## src/verilog/soc_pkg.sv

```systemverilog
package soc_pkg;

  // bus geometry
  localparam int addr_w = 32;
  localparam int data_w = 32;

  // scratch ram
  localparam int ram_words = 1024;
  localparam int ram_aw = 10;

  // address regions in the top nibble
  localparam logic [3:0] region_ram = 4'd3;
  localparam logic [3:0] region_io = 4'd4;

  // chip select codes
  typedef logic [3:0] cs_t;

  localparam cs_t cs_none = 4'd0;
  localparam cs_t cs_ram = 4'd3;
  localparam cs_t cs_io = 4'd4;

  // io register indices in address bits 5:2
  localparam logic [3:0] io_switches = 4'd0;
  localparam logic [3:0] io_leds = 4'd1;
  localparam logic [3:0] io_reload = 4'd2;
  localparam logic [3:0] io_status = 4'd3;

  // one bit per index set for each read only register
  localparam logic [15:0] io_ro_mask = 16'h0009;

  localparam int timer_w = 16;

  // same bus word seen as a memory region or as an io register
  typedef union packed {
    struct packed {
      logic [3:0] region;
      logic [addr_w-7:0] offset;
      logic [1:0] byte_sel;
    } region_v;
    struct packed {
      logic [3:0] region;
      logic [addr_w-11:0] unused;
      logic [3:0] reg_idx;
      logic [1:0] byte_sel;
    } io_v;
  } soc_addr_t;

endpackage
```

## src/verilog/bus_decoder.sv

```systemverilog
`timescale 1ns/100ps

module bus_decoder (
  input  logic                          clock_50,
  input  logic                          reset,
  input  soc_pkg::soc_addr_t            address,
  input  logic                          read,
  input  logic                          write,
  input  logic [soc_pkg::data_w-1:0]    writedata,
  input  logic [3:0]                    byteenable,
  output logic                          ram_read,
  output logic                          ram_write,
  output logic                          io_read,
  output logic                          io_write,
  output soc_pkg::soc_addr_t            acc_addr,
  output logic [soc_pkg::data_w-1:0]    acc_wdata,
  output logic [3:0]                    acc_be,
  output logic                          start,
  output soc_pkg::cs_t                  cs,
  output logic [1:0]                    fault,
  input  logic                          done
);
  import soc_pkg::*;

  logic busy;
  logic accept;
  logic wr_ok;
  cs_t dec_cs;
  logic [1:0] dec_fault;

  // a held request is only taken once while idle
  assign accept = !busy && (read || write);

  always_comb
  begin
    case (address.region_v.region)
      region_ram: dec_cs = cs_ram;
      region_io: dec_cs = cs_io;
      default: dec_cs = cs_none;
    endcase
    dec_fault[0] = (dec_cs == cs_none);
    dec_fault[1] = write && (dec_cs == cs_io) && io_ro_mask[address.io_v.reg_idx];
  end

  // no write reaches a slave on a faulting access
  assign wr_ok = write && (dec_fault == 2'b00);

  always_ff @(posedge clock_50)
  begin
    if (reset)
    begin
      busy <= 1'b0;
      start <= 1'b0;
      ram_read <= 1'b0;
      ram_write <= 1'b0;
      io_read <= 1'b0;
      io_write <= 1'b0;
      cs <= cs_none;
      fault <= 2'b00;
    end
    else
    begin
      start <= 1'b0;
      ram_read <= 1'b0;
      ram_write <= 1'b0;
      io_read <= 1'b0;
      io_write <= 1'b0;
      fault <= 2'b00;
      if (accept)
      begin
        busy <= 1'b1;
        start <= 1'b1;
        cs <= dec_cs;
        fault <= dec_fault;
        ram_read <= read && (dec_cs == cs_ram);
        ram_write <= wr_ok && (dec_cs == cs_ram);
        io_read <= read && (dec_cs == cs_io);
        io_write <= wr_ok && (dec_cs == cs_io);
      end
      else if (busy && done)
        busy <= 1'b0;
    end
  end

  always_ff @(posedge clock_50)
  begin
    if (accept)
    begin
      acc_addr <= address;
      acc_wdata <= writedata;
      acc_be <= byteenable;
    end
  end

endmodule

```

## config.mk

```make
export PLATFORM = sky130hd
export DESIGN_NAME = bus_decoder
export DESIGN_NICKNAME = d
export VERILOG_FILES = /design/src/verilog/soc_pkg.sv /design/src/verilog/bus_decoder.sv
export SDC_FILE = /design/constraint.sdc
export NUM_CORES = 1
export LEC_CHECK = 0
export ABC_AREA = 1
export BUFFER_PORTS_ARGS = -buffer_cell sky130_fd_sc_hd__buf_2
export CAP_MARGIN = 0
export CORE_MARGIN = 4
export CORE_UTILIZATION = 42
export DETAILED_ROUTE_END_ITERATION = 7
export PLACE_DENSITY = 0.75
export SLEW_MARGIN = 30
export SYNTH_ARGS = -nofsm -noshare
export SYNTH_HDL_FRONTEND = slang
export SYNTH_SLANG_ARGS = --single-unit
```

## constraint.sdc

```tcl
create_clock -name clock_50 -period 2.5 [get_ports clock_50]
set_input_delay 0.5 -clock clock_50 [delete_from_list [all_inputs] [get_ports clock_50]]
set_output_delay 0.5 -clock clock_50 [all_outputs]
set_load 0.03 [all_outputs]
```

Yosys cells after proc, flatten, opt, wreduce, memory -nomap -nowiden
Memories as Yosys holds them, arrays and structs flattened.
Index checks and enable logic that the tools add are counted.

storage, ports and cells
  flip-flop bits (word level) = 80
  memory bits (read-only) = 16
  memories kept = 1
  input bits = 73

operators by class
  magnitude comparators = 1
  eq/ne operators = 4
  bitwise logic cells = 1
  reductions and logical operators = 15
  mux-type cells = 5

memories
  memory           depth  width  rd ports  clocked after Yosys merged registers in  write ports  RTL line           source
  (no name shown)  16     1      1         0                                        0            bus_decoder.sv:42  dec_fault[1] = write && (dec_cs == cs_io) && io_ro_mask[address.io_v.reg_idx];

operator list
  cell                number
  $logic_and 1x1->1   9
  $eq 4x2->1 const B  2
  $eq 4x3->1 const B  2
  $pmux 3 s2          1
  $lt 4x5->1 const B  1
  $logic_not 4->1     1
  $mux 1              4
  $logic_not 2->1     1
  $reduce_bool 2->1   1
  $reduce_or 2->1     1
  $logic_not 1->1     1
  $logic_or 1x1->1    1
  $not 1->1           1

Depth between registers and ports, before layout
Gate-level depths: netlist of run 1.

  depth after elaboration = 8
  mapped depth = 6
  depth with buffers taken out = 6

Worst setup path after synthesis of run 1
Ideal clock, no wire load.

  kind = input to register
  from = input port write
  to = register acc_addr[0] (netlist bit) (enable)
  cell stages on the path = 2
  required time = 2078 ps
  path slack = 155 ps
  data arrival time = 1923 ps
  setup time = 422 ps
  path through = o21ai_2 > inv_1

between the ends
  word-level cells in the longest chain between the ends = 2

ends and longest elaborated chain
  what                  RTL line           source
  from (decl)           bus_decoder.sv:8   input logic write,
  $logic_or 1x1->1      bus_decoder.sv:32  assign accept = !busy && (read || write);
  $logic_and 1x1->1     bus_decoder.sv:32
  via accept            bus_decoder.sv:26  logic accept;
  to (signal assigned)  bus_decoder.sv:89  acc_addr <= address;
  to (decl)             bus_decoder.sv:15  output soc_pkg::soc_addr_t acc_addr,

The timed path passes the listed nets, and every way through them passes these cells.
A chain may end at the register's enable or synchronous reset.

Worst setup path after layout of run 1
  from = register busy
  to = register acc_addr[17] (netlist bit) (enable)

between the ends
  word-level cells in the longest chain between the ends = 2

ends and longest elaborated chain
  what                    RTL line           source
  from (decl)             bus_decoder.sv:25  logic busy;
  from (signal assigned)  bus_decoder.sv:52  busy <= 1'b0;
  from (signal assigned)  bus_decoder.sv:71  busy <= 1'b1;
  from (signal assigned)  bus_decoder.sv:81  busy <= 1'b0;
  $logic_not 1->1         bus_decoder.sv:32
  $logic_and 1x1->1       bus_decoder.sv:32
  via accept              bus_decoder.sv:26

The timed path passes the listed nets, and every way through them passes these cells.

==> results of run 1 <==
==> cell usage in the layout, fill, tap and decap left out <==
cell type and n:
buf_2 150, edfxtp_1 68, inv_1 10, nor2_1 10
nand2_1 10, dfxtp_1 10, clkbuf_8 9, nand3_1 4
clkinvlp_4 3, o21ai_2 1, inv_2 1, nor2_4 1
a21oi_2 1, xnor2_1 1, nor3_1 1, o31ai_1 1
conb_1 1, clkinv_4 1, clkbuf_1 1, bufinv_16 1
buf_4 1, buf_12 1
==> final timing paths <==
path	to	slack, ps	cells after the start
setup / recovery	acc_addr[17]	1030	4
hold / removal	acc_addr[18]	330	1
setup reg to reg	acc_addr[17]	1030	4
hold reg to reg	cs[2]	480	2
==> flip-flops by register name (all words and copies together), names as in the netlist, 2 cells and up <==
signal / count
acc_addr: 32
acc_wdata: 32
acc_be: 4
cs: 2
fault: 2
==> layout make-up <==
cell class                 count  share of cell area
multi-input combinational     31              0.0427
clock buffer                  10              0.0366
inverter                      11              0.0118
sequential                    78               0.643
tap                           72              0.0258
timing repair buffer         152               0.223
clock inverter                 5              0.0176
==> kinds of logic after synthesis <==
logic type,share of synthesized area
compound gates,0.0102
xor+xnor,0.00358
buf+inv,0.0230
flops,0.916
other cells,0.00153
simple gates,0.0455
==> routing by layer <==
metal	wire length [um]	part of all wire
met1	1990	0.34
met2	2860	0.50
met3	797	0.14
met4	113	0.020
met5	8	0.0014
==> worst register-to-register path, delay by kind of cell (launching register included) <==
| family | cells | cell delay, ps |
|---|---|---|
| buffers and inverters | 3 | 770 |
| DFF | 1 | 300 |
| AOI/OAI and AO/OA | 1 | 100 |
==> power by group through the flow <==
stage / combinational [mW] / clock, mW / sequential, mW
after floorplan: 0.0575 / 0 / 1.82
after global placement: 0.450 / 0 / 1.60
after detailed placement: 0.455 / 0 / 1.60
after CTS: 0.457 / 0.915 / 1.57
after global routing: 0.476 / 0.974 / 1.58
final: 0.450 / 0.887 / 1.57
==> through the flow <==
| stage | instances | power, mW | cell area, um^2 | worst slack (ps) | hold WS [ps] |
|---|---|---|---|---|---|
| floorplan | 122 | 1.88 | 2450 | 155 | 459 |
| global placement | 344 | 2.05 | 3300 | 831 | 471 |
| detailed placement | 344 | 2.06 | 3300 | 778 | 462 |
| CTS | 359 | 2.94 | 3490 | 1020 | 318 |
| global route | 359 | 3.03 | 3490 | 910 | 307 |
| finish | 359 | 2.91 | 3490 | 1030 | 334 |
==> flow_summary_export.csv, run 1 <==
group,metric,value,unit
outcome,status,"finished, final reports clean",
logic_synthesis,syn_inst,122,
cts,post_cts_buffers,0,
power_and_ir_drop,p_switching,0.783,mW
worst_setup_path,cp_cell_sequence,"inv_1 -> o21ai_2 -> inv_2 -> buf_4",
logic_synthesis,synth_common_cells,"edfxtp_1 (68), inv_1 (11), dfxtp_1 (10), nand2_1 (10), nor2_1 (10)",
power_and_ir_drop,vdd_drop_max,492,uV
grt,met3_usage,0.0824,
logic_synthesis,synth_edf_count,68,
cts,path_clk_slew,80,ps
cts,worstSkewPairLatency,330,ps
logic_synthesis,yosysSeqAreaShare,0.916,
cts,cts_buffer_depth,2,
die,die_area,7110,um^2
worst_setup_path,crit-reg2reg-launch,"busy",
logic_synthesis,synthesis.nets,195,
drt,first_pass_iters,4,
cts,cts.repair.resized,0,
worst_setup_path,crit_fanout,20,
sta,setup_viol,0,
sta,rsz0062_at_grt,"false",
worst_hold_path,hp-start,"address[18]",
sta,min_period,1470,ps
grt,grt_pass1_wl,8710,um
worst_setup_path,path_buf_inv,3,
die,pin_count,152,
cts,root_buffer,"clkbuf_8",
worst_setup_path,cp_data_required_time,2530,ps
final_layout,multi_input_area,149,um^2
worst_setup_path,startpoint_type,"flop",
place,dp_hpwl,4430,um
logic_synthesis,synth_area_leaders,"edfxtp_1 (83%), dfxtp_1 (8.2%), inv_1 (1.7%), nand2_1 (1.5%), nor2_1 (1.5%)",
sta,hold_viol,0,
final_layout,drive_gt1_frac,0.592,
worst_setup_path,crit_family,"buffers and inverters",
grt,grt_max_degree,37,
drt,detail-route-antenna-nets,0,
power_and_ir_drop,pwr-share-seq,0.540,
drt,wl_per_cell,16.1,um
logic_synthesis,yosysMostFrequentCell,"edfxtp_1",
drt,viasPerCell,4.43,
power_and_ir_drop,p_clk_frac,0.305,
cts,cts_max_level,3,
worst_setup_path,cp-end-kind,"flop",
logic_synthesis,syn_avg_cell_area,20.1,um^2
die,coreArea,5570,um^2
power_and_ir_drop,powerDensity,834,nW/um^2
logic_synthesis,ys.warnings.count,0,
logic_synthesis,synth_seq_cells,78,
logic_synthesis,yosysTopAreaCell,"edfxtp_1",
cts,cts_buffers,9,
sta,skew,8.72,ps
power_and_ir_drop,power.internal,2.13,mW
worst_hold_path,hp-class,"primary input to flop",
place,io_buffers,150,
sta,drv_slew,0,
worst_setup_path,worstSetupPathType,"flop to flop",
final_layout,final.fill_count,448,
place,place_congestion,0.771,
drt,vias,1590,
grt,met2_usage,0.282,
die,die_w,84.3,um
worst_setup_path,setup.worst_path.start,"busy",
worst_setup_path,crit_arrival,1490,ps
grt,grt.met1_usage,0.171,
run,cap_violations,0,
power_and_ir_drop,switching_share,0.269,
final_layout,utilization,0.626,
drt,wirelength,5760,um
power_and_ir_drop,p_comb_frac,0.155,
grt,gr-total-overflow,0,
cts,clock_sinks,78,
final_layout,diodes,0,
grt,grt_busiest_layer,"met2",
die,initial_utilization,0.439,
sta,timing.final.crit_share,0.586,
power_and_ir_drop,power.leakage,1.57,nW
worst_setup_path,crit_slowest_cell,"inv_2",
drt,drt_iter0_drc,53,
drt,drc_errors,0,
grt,grt.total_usage,0.165,
logic_synthesis,yosysTopAreaCellShare,0.834,
grt,antenna_found_initial,1,
grt,grt_pass1_vias,1692,
logic_synthesis,async_flop_share,0,
logic_synthesis,ys_types,14,
logic_synthesis,synthFlopType,"edfxtp_1",
final_layout,ff_latch_area,2240,um^2
sta,fmax,682,MHz
die,rows,27,
final_layout,area_growth,42.6,%
worst_setup_path,cp_slowest_stage_delay,360,ps
cts,tritoncts,"built",
cts,postCtsHoldBufs,0,
final_layout,nets,356,
logic_synthesis,synth_area,2450,um^2
sta,fin_tns_setup,0,ps
die,die_h,84.3,um
Power figures use the tool's default switching activity.
==> run 2, diff against run 1 <==
==> constraint.sdc (replaced) <==
create_clock -name clock_50 -period 1.5 [get_ports clock_50]
set_input_delay 0.3 -clock clock_50 [delete_from_list [all_inputs] [get_ports clock_50]]
set_output_delay 0.3 -clock clock_50 [all_outputs]
set_load 0.03 [all_outputs]
==> run 2 against run 1 <==
Largest cell class unchanged. Critical path depth fell by 3. Total power rose by 84%. Setup slack worse by 760 ps. Highest routed layer is now met4. Die area did not move. Non-clock buffer count did not move.
==> flow_summary_export.csv, run 2 (same netlist as run 1, synthesis figures left out) <==
group,metric,value,unit
outcome,status,"finished, final reports clean",
drt,wl_per_cell,14.8,um
drt,drt_iter0_drc,73,
drt,wirelength,5310,um
power_and_ir_drop,power.leakage,1.62,nW
final_layout,design_area,3590,um^2
drt,viasPerCell,4.42,
die,rows,27,
worst_setup_path,cp_data_required_time,1200,ps
sta,min_period,1220,ps
final_layout,fin_cells,360,
power_and_ir_drop,powerDensity,1490,nW/um^2
worst_hold_path,min_delay_path_depth,1,
grt,grt_pass1_wl,7990,um
power_and_ir_drop,finalPower,5.35,mW
cts,post_cts_buffers,0,
final_layout,area_growth,46.5,%
drt,detail-route-antenna-nets,0,
die,coreArea,5570,um^2
sta,timing.final.crit_share,0.815,
die,pin_count,152,
cts,tritoncts,"built",
sta,hold_viol,0,
worst_setup_path,path_buf_inv,1,
run,cap_violations,0,
drt,first_pass_iters,4,
place,io_buffers,150,
die,die_area,7110,um^2
drt,drc_errors,0,
grt,gr-total-overflow,0,
cts,root_buffer,"clkbuf_8",
cts,postCtsHoldBufs,0,
worst_hold_path,hp-class,"primary input to flop",
final_layout,diodes,0,
drt,vias,1591,
die,die_h,84.3,um
worst_setup_path,crit_arrival,920,ps
sta,setup_viol,0,
cts,clock_sinks,78,
final_layout,layout_common_cells,"buf_2 (150), edfxtp_1 (68)",
final_layout,final_common_cell,"buf_2",
worst_setup_path,cp_cell_sequence,"buf_2",
place,place_congestion,0.804,
drt,met2WireLength,2480,um
worst_setup_path,crit_slowest_cell,"edfxtp_1",
worst_setup_path,worstSetupPathType,"flop to output pin",
cts,path_clk_slew,80,ps
worst_setup_path,startpoint_type,"flop",
drt,wl_met1,2040,um
worst_setup_path,cp_slowest_stage_delay,390,ps
die,die_w,84.3,um
worst_setup_path,crit_fanout,1,
grt,grt_pass1_vias,1605,
cts,cts.repair.resized,0,
cts,cts_buffers,9,
sta,rsz0062_at_grt,"false",
die,initial_utilization,0.439,
worst_setup_path,rr_worst_depth,4,
place,dp_hpwl,4130,um
sta,skew,5.64,ps
cts,cts_max_level,3,
grt,antenna_found_initial,0,
worst_setup_path,cp-end-kind,"output pin",
final_layout,drive_gt1_frac,0.594,
worst_setup_path,crit_family,"flip-flops",
grt,grt.total_usage,0.151,
sta,drv_slew,0,
final_layout,nets,356,
cts,cts_buffer_depth,2,
place,postPlaceCellArea,3320,um^2
power_and_ir_drop,vdd_drop_max,861,uV
place,dp.cells,344,
grt,grt_max_degree,37,
drt,top_layer_used,"met4",
final_layout,biggestRegsByFlops,"acc_addr: 32 flops, acc_wdata: 32 flops, acc_be: 4 flops",
drt,wl_met3,712,um
worst_setup_path,path_depth,1,
cts,worstSkewPairLatency,340,ps
sta,fmax,818,MHz
run 2: cell types whose count changed in the layout (fill, tap and decap cells not counted):
cell,previous run,this run
buf_12,1,2
o21ai_4,0,1
buf_4,1,0
clkinvlp_4,3,1
clkinv_2,0,1
bufinv_16,1,4
inv_2,1,0
o21ai_2,1,0
run 2: final timing paths:
path | slack [ps] | end | from
worst min register to register | 480 | cs[2] | cs[2]
worst min-delay path | 130 | acc_addr[1] | address[1]
worst max register to register | 350 | acc_wdata[8] | busy
worst max-delay path | 280 | acc_addr[7] | acc_addr[7]
run 2: cell type report:
class                   instances  area [um^2]
clock buffers                  10          128
clock inverters                 6          134
fillers                       433         1990
inverters                      11         45.0
multi-input cells              31          156
flip-flops and latches         78         2240
well taps                      72         90.1
repair buffers                152          791
run 2: where the power goes:
| group | internal, mW | total [mW] | switching (mW) | leakage [nW] |
|---|---|---|---|---|
| clock | 1.27 | 1.98 | 0.703 | 0.130 |
| combinational | 0.214 | 0.761 | 0.546 | 0.740 |
| sequential | 2.58 | 2.62 | 0.0393 | 0.748 |
| total | 4.06 | 5.35 | 1.29 | 1.62 |
run 2: layer usage:
metal	up-vias	track usage
li1	758	-
met5	-	0
met1	719	0.173
met4	0	0.0633
met3	7	0.0785
met2	107	0.237
run 2: stage by stage:
step / worst slack (ps) / setup TNS, ps / util / hold slack (ps)
2_1_floorplan: -428 / -29070 / - / 376
3_3_place_gp: 173 / 0 / 0.596 / 459
3_5_place_dp: 160 / 0 / 0.596 / 468
4_1_cts: 250 / 0 / 0.643 / 113
5_1_grt: 216 / 0 / 0.643 / 97.7
6_report: 277 / 0 / 0.643 / 134
==> run 3, diff against run 2 <==
--- a/config.mk
+++ b/config.mk
@@ -5,7 +5,7 @@
 export SDC_FILE = /design/constraint.sdc
 export NUM_CORES = 1
 export LEC_CHECK = 0
-export ABC_AREA = 1
+export ABC_AREA = 0
 export BUFFER_PORTS_ARGS = -buffer_cell sky130_fd_sc_hd__buf_2
 export CAP_MARGIN = 0
 export CORE_MARGIN = 4
==> constraint.sdc (replaced) <==
create_clock -name clock_50 -period 1.25 [get_ports clock_50]
set_input_delay 0.25 -clock clock_50 [delete_from_list [all_inputs] [get_ports clock_50]]
set_output_delay 0.25 -clock clock_50 [all_outputs]
set_load 0.03 [all_outputs]
==> run 3 against run 2 <==
Critical path depth did not move. Utilization fell by 1.5 points. Total power rose by 6.5%. Clock power fell by 12%. Combinational power rose by 11%. Wire length fell by 0.47%. Via count fell by 7.0%. Sequential cell count did not move. Synthesized cell count fell by 16%. Critical path type unchanged. Critical endpoint is now acc_addr[11]. Highest routed layer unchanged.
==> flow_summary_export.csv, run 3 <==
group,metric,value,unit
drt,drc_errors,0,
cts,post_cts_buffers,0,
final_layout,biggestRegsByFlops,"acc_addr: 32 flops, acc_wdata: 32 flops, acc_be: 4 flops",
worst_setup_path,cp_data_required_time,1000,ps
grt,grt_max_degree,40,
worst_setup_path,worstSetupPathType,"flop to output pin",
worst_setup_path,cp-end-kind,"output pin",
logic_synthesis,yosysSeqAreaShare,0.921,
grt,grt.total_usage,0.150,
grt,grt_pass1_wl,7860,um
drt,wl_met1,1980,um
power_and_ir_drop,powerDensity,1630,nW/um^2
worst_setup_path,crit_family,"flip-flops",
logic_synthesis,ys_types,21,
final_layout,final.fill_count,427,
sta,hold_ws,89.3,ps
drt,top_layer_used,"met4",
logic_synthesis,synth_common_cells,"edfxtp_1 (68), dfxtp_1 (10), nor2_1 (3)",
cts,clock_sinks,78,
drt,wl_met3,673,um
logic_synthesis,syn_avg_cell_area,23.9,um^2
sta,timing.final.crit_share,0.947,
die,pin_count,152,
power_and_ir_drop,p_switching,1.48,mW
drt,met2WireLength,2560,um
logic_synthesis,yosysTopAreaCellShare,0.839,
logic_synthesis,synth_seq_cells,78,
final_layout,nets,337,
cts,root_buffer,"clkbuf_8",
outcome,status,"finished, final reports clean",
place,io_buffers,150,
worst_setup_path,cp_slowest_stage_delay,410,ps
cts,cts_buffers,9,
sta,min_period,1180,ps
power_and_ir_drop,p_comb_frac,0.148,
sta,drv_slew,0,
final_layout,final_common_cell,"buf_2",
logic_synthesis,synthesis.nets,175,
worst_setup_path,startpoint_type,"flop",
worst_setup_path,cp_cell_sequence,"buf_2",
logic_synthesis,synth_area_leaders,"edfxtp_1 (84%), dfxtp_1 (8.2%), nor4b_4 (0.98%), mux2i_1 (0.82%), o21bai_4 (0.77%)",
final_layout,area_growth,43.8,%
drt,wirelength,5290,um
logic_synthesis,synth_edf_count,68,
place,place_congestion,0.756,
drt,first_pass_iters,3,
final_layout,fin_cells,341,
die,die_area,7080,um^2
worst_setup_path,path_buf_inv,1,
die,die_w,84.1,um
worst_setup_path,crit_arrival,930,ps
power_and_ir_drop,pwr-share-seq,0.545,
logic_synthesis,ys.warnings.count,0,
sta,hold_viol,0,
cts,tritoncts,"built",
power_and_ir_drop,vdd_drop_max,860,uV
die,initial_utilization,0.437,
sta,setup_viol,0,
cts,cts_max_level,3,
cts,path_clk_slew,80,ps
drt,viasPerCell,4.34,
final_layout,layout_common_cells,"buf_2 (150), edfxtp_1 (68), dfxtp_1 (10), clkbuf_8 (9)",
drt,wl_per_cell,15.5,um
cts,worstSkewPairLatency,330,ps
power_and_ir_drop,power.internal,4.22,mW
place,dp_hpwl,4140,um
logic_synthesis,async_flop_share,0,
run,cap_violations,0,
sta,fmax,844,MHz
logic_synthesis,yosysMostFrequentCell,"edfxtp_1",
worst_setup_path,crit_slowest_cell,"edfxtp_1",
sta,rsz0062_at_grt,"false",
drt,drt_iter0_drc,98,
drt,vias,1480,
place,dp.cells,325,
logic_synthesis,synthFlopType,"edfxtp_1",
logic_synthesis,synth_area,2430,um^2
worst_setup_path,crit_fanout,1,
grt,antenna_found_initial,0,
cts,cts_buffer_depth,2,
power_and_ir_drop,switching_share,0.260,
sta,skew,6.14,ps
grt,gr-total-overflow,0,
final_layout,diodes,0,
cts,cts.repair.resized,0,
worst_hold_path,hp-class,"primary input to flop",
final_layout,drive_gt1_frac,0.658,
logic_synthesis,syn_inst,102,
cts,postCtsHoldBufs,0,
die,rows,27,
worst_setup_path,rrSetupSlack,110,ps
power_and_ir_drop,power.leakage,1.54,nW
grt,grt_pass1_vias,1484,
die,die_h,84.1,um
power_and_ir_drop,p_clk_frac,0.307,
logic_synthesis,yosysTopAreaCell,"edfxtp_1",
die,coreArea,5570,um^2
drt,detail-route-antenna-nets,0,
==> run 3: changes by cell type after synthesis, sizes merged, moves of 2 or more <==
cell | before | now
mux2i | 0 | 2
nand2 | 10 | 0
inv | 11 | 2
nor2 | 11 | 4
nand3 | 4 | 1
and3 | 0 | 3
nor4 | 0 | 2
==> run 3: worst paths after layout <==
path                 from            to  cells after the start
min reg2reg          busy          busy                      2
min          writedata[4]  acc_wdata[4]                      1
max reg2reg          busy  acc_wdata[3]                      3
max          acc_addr[11]  acc_addr[11]                      1
==> run 3: worst register-to-register path, cell delays in order (launching register included) <==
cell and delay, ps:
dfxtp_1 310, o21bai_4 170, clkinvlp_4 110, buf_12 230
==> run 3: area by class of cell <==
| class | instances | area (um^2) | share of cell area |
|---|---|---|---|
| flip-flops and latches | 78 | 2240 | 0.640 |
| repair buffers | 153 | 798 | 0.228 |
| multi-input cells | 20 | 170 | 0.0486 |
| clock buffers | 9 | 124 | 0.0354 |
| well taps | 72 | 90.1 | 0.0257 |
| clock inverters | 7 | 65.1 | 0.0186 |
| inverters | 2 | 11.3 | 0.00322 |
==> run 3: layer usage <==
metal  global-route usage  up-vias
li1                     -      714
met1                0.174      657
met2                0.243      100
met3               0.0628        9
met4               0.0658        0
met5                    0        -
==> run 3: power by group through the flow <==
stage / Clock (mW) / Sequential [mW] / Combinational (mW)
2_1_floorplan: 0 / 3.57 / 0.104
3_3_place_gp: 0 / 3.16 / 0.845
3_5_place_dp: 0 / 3.17 / 0.853
4_1_cts: 1.80 / 3.11 / 0.853
5_1_grt: 1.92 / 3.13 / 0.887
6_report: 1.75 / 3.11 / 0.843
==> run 3: cells by family after synthesis <==
kind of cell | Yosys count | synth area share
AO/OA/AOI/OAI | 2 | 0.00976
other | 1 | 0.00154
XOR/XNOR | 1 | 0.00360
multiplexers | 2 | 0.00822
flip-flops | 78 | 0.921
AND/OR/NAND/NOR | 14 | 0.0468
buffers and inverters | 4 | 0.00924
==> run 3: stage by stage <==
stage               TNS [ps]  setup WS, ps  power [mW]  utilization  instance area [um^2]
floorplan             -45830          -674        3.67            -                  2440
global placement           0          76.2        4.00        0.594                  3310
detailed placement         0          71.3        4.02        0.594                  3310
CTS                        0          41.2        5.77        0.628                  3500
global route               0          20.3        5.94        0.628                  3500
finish                     0          65.8        5.70        0.628                  3500
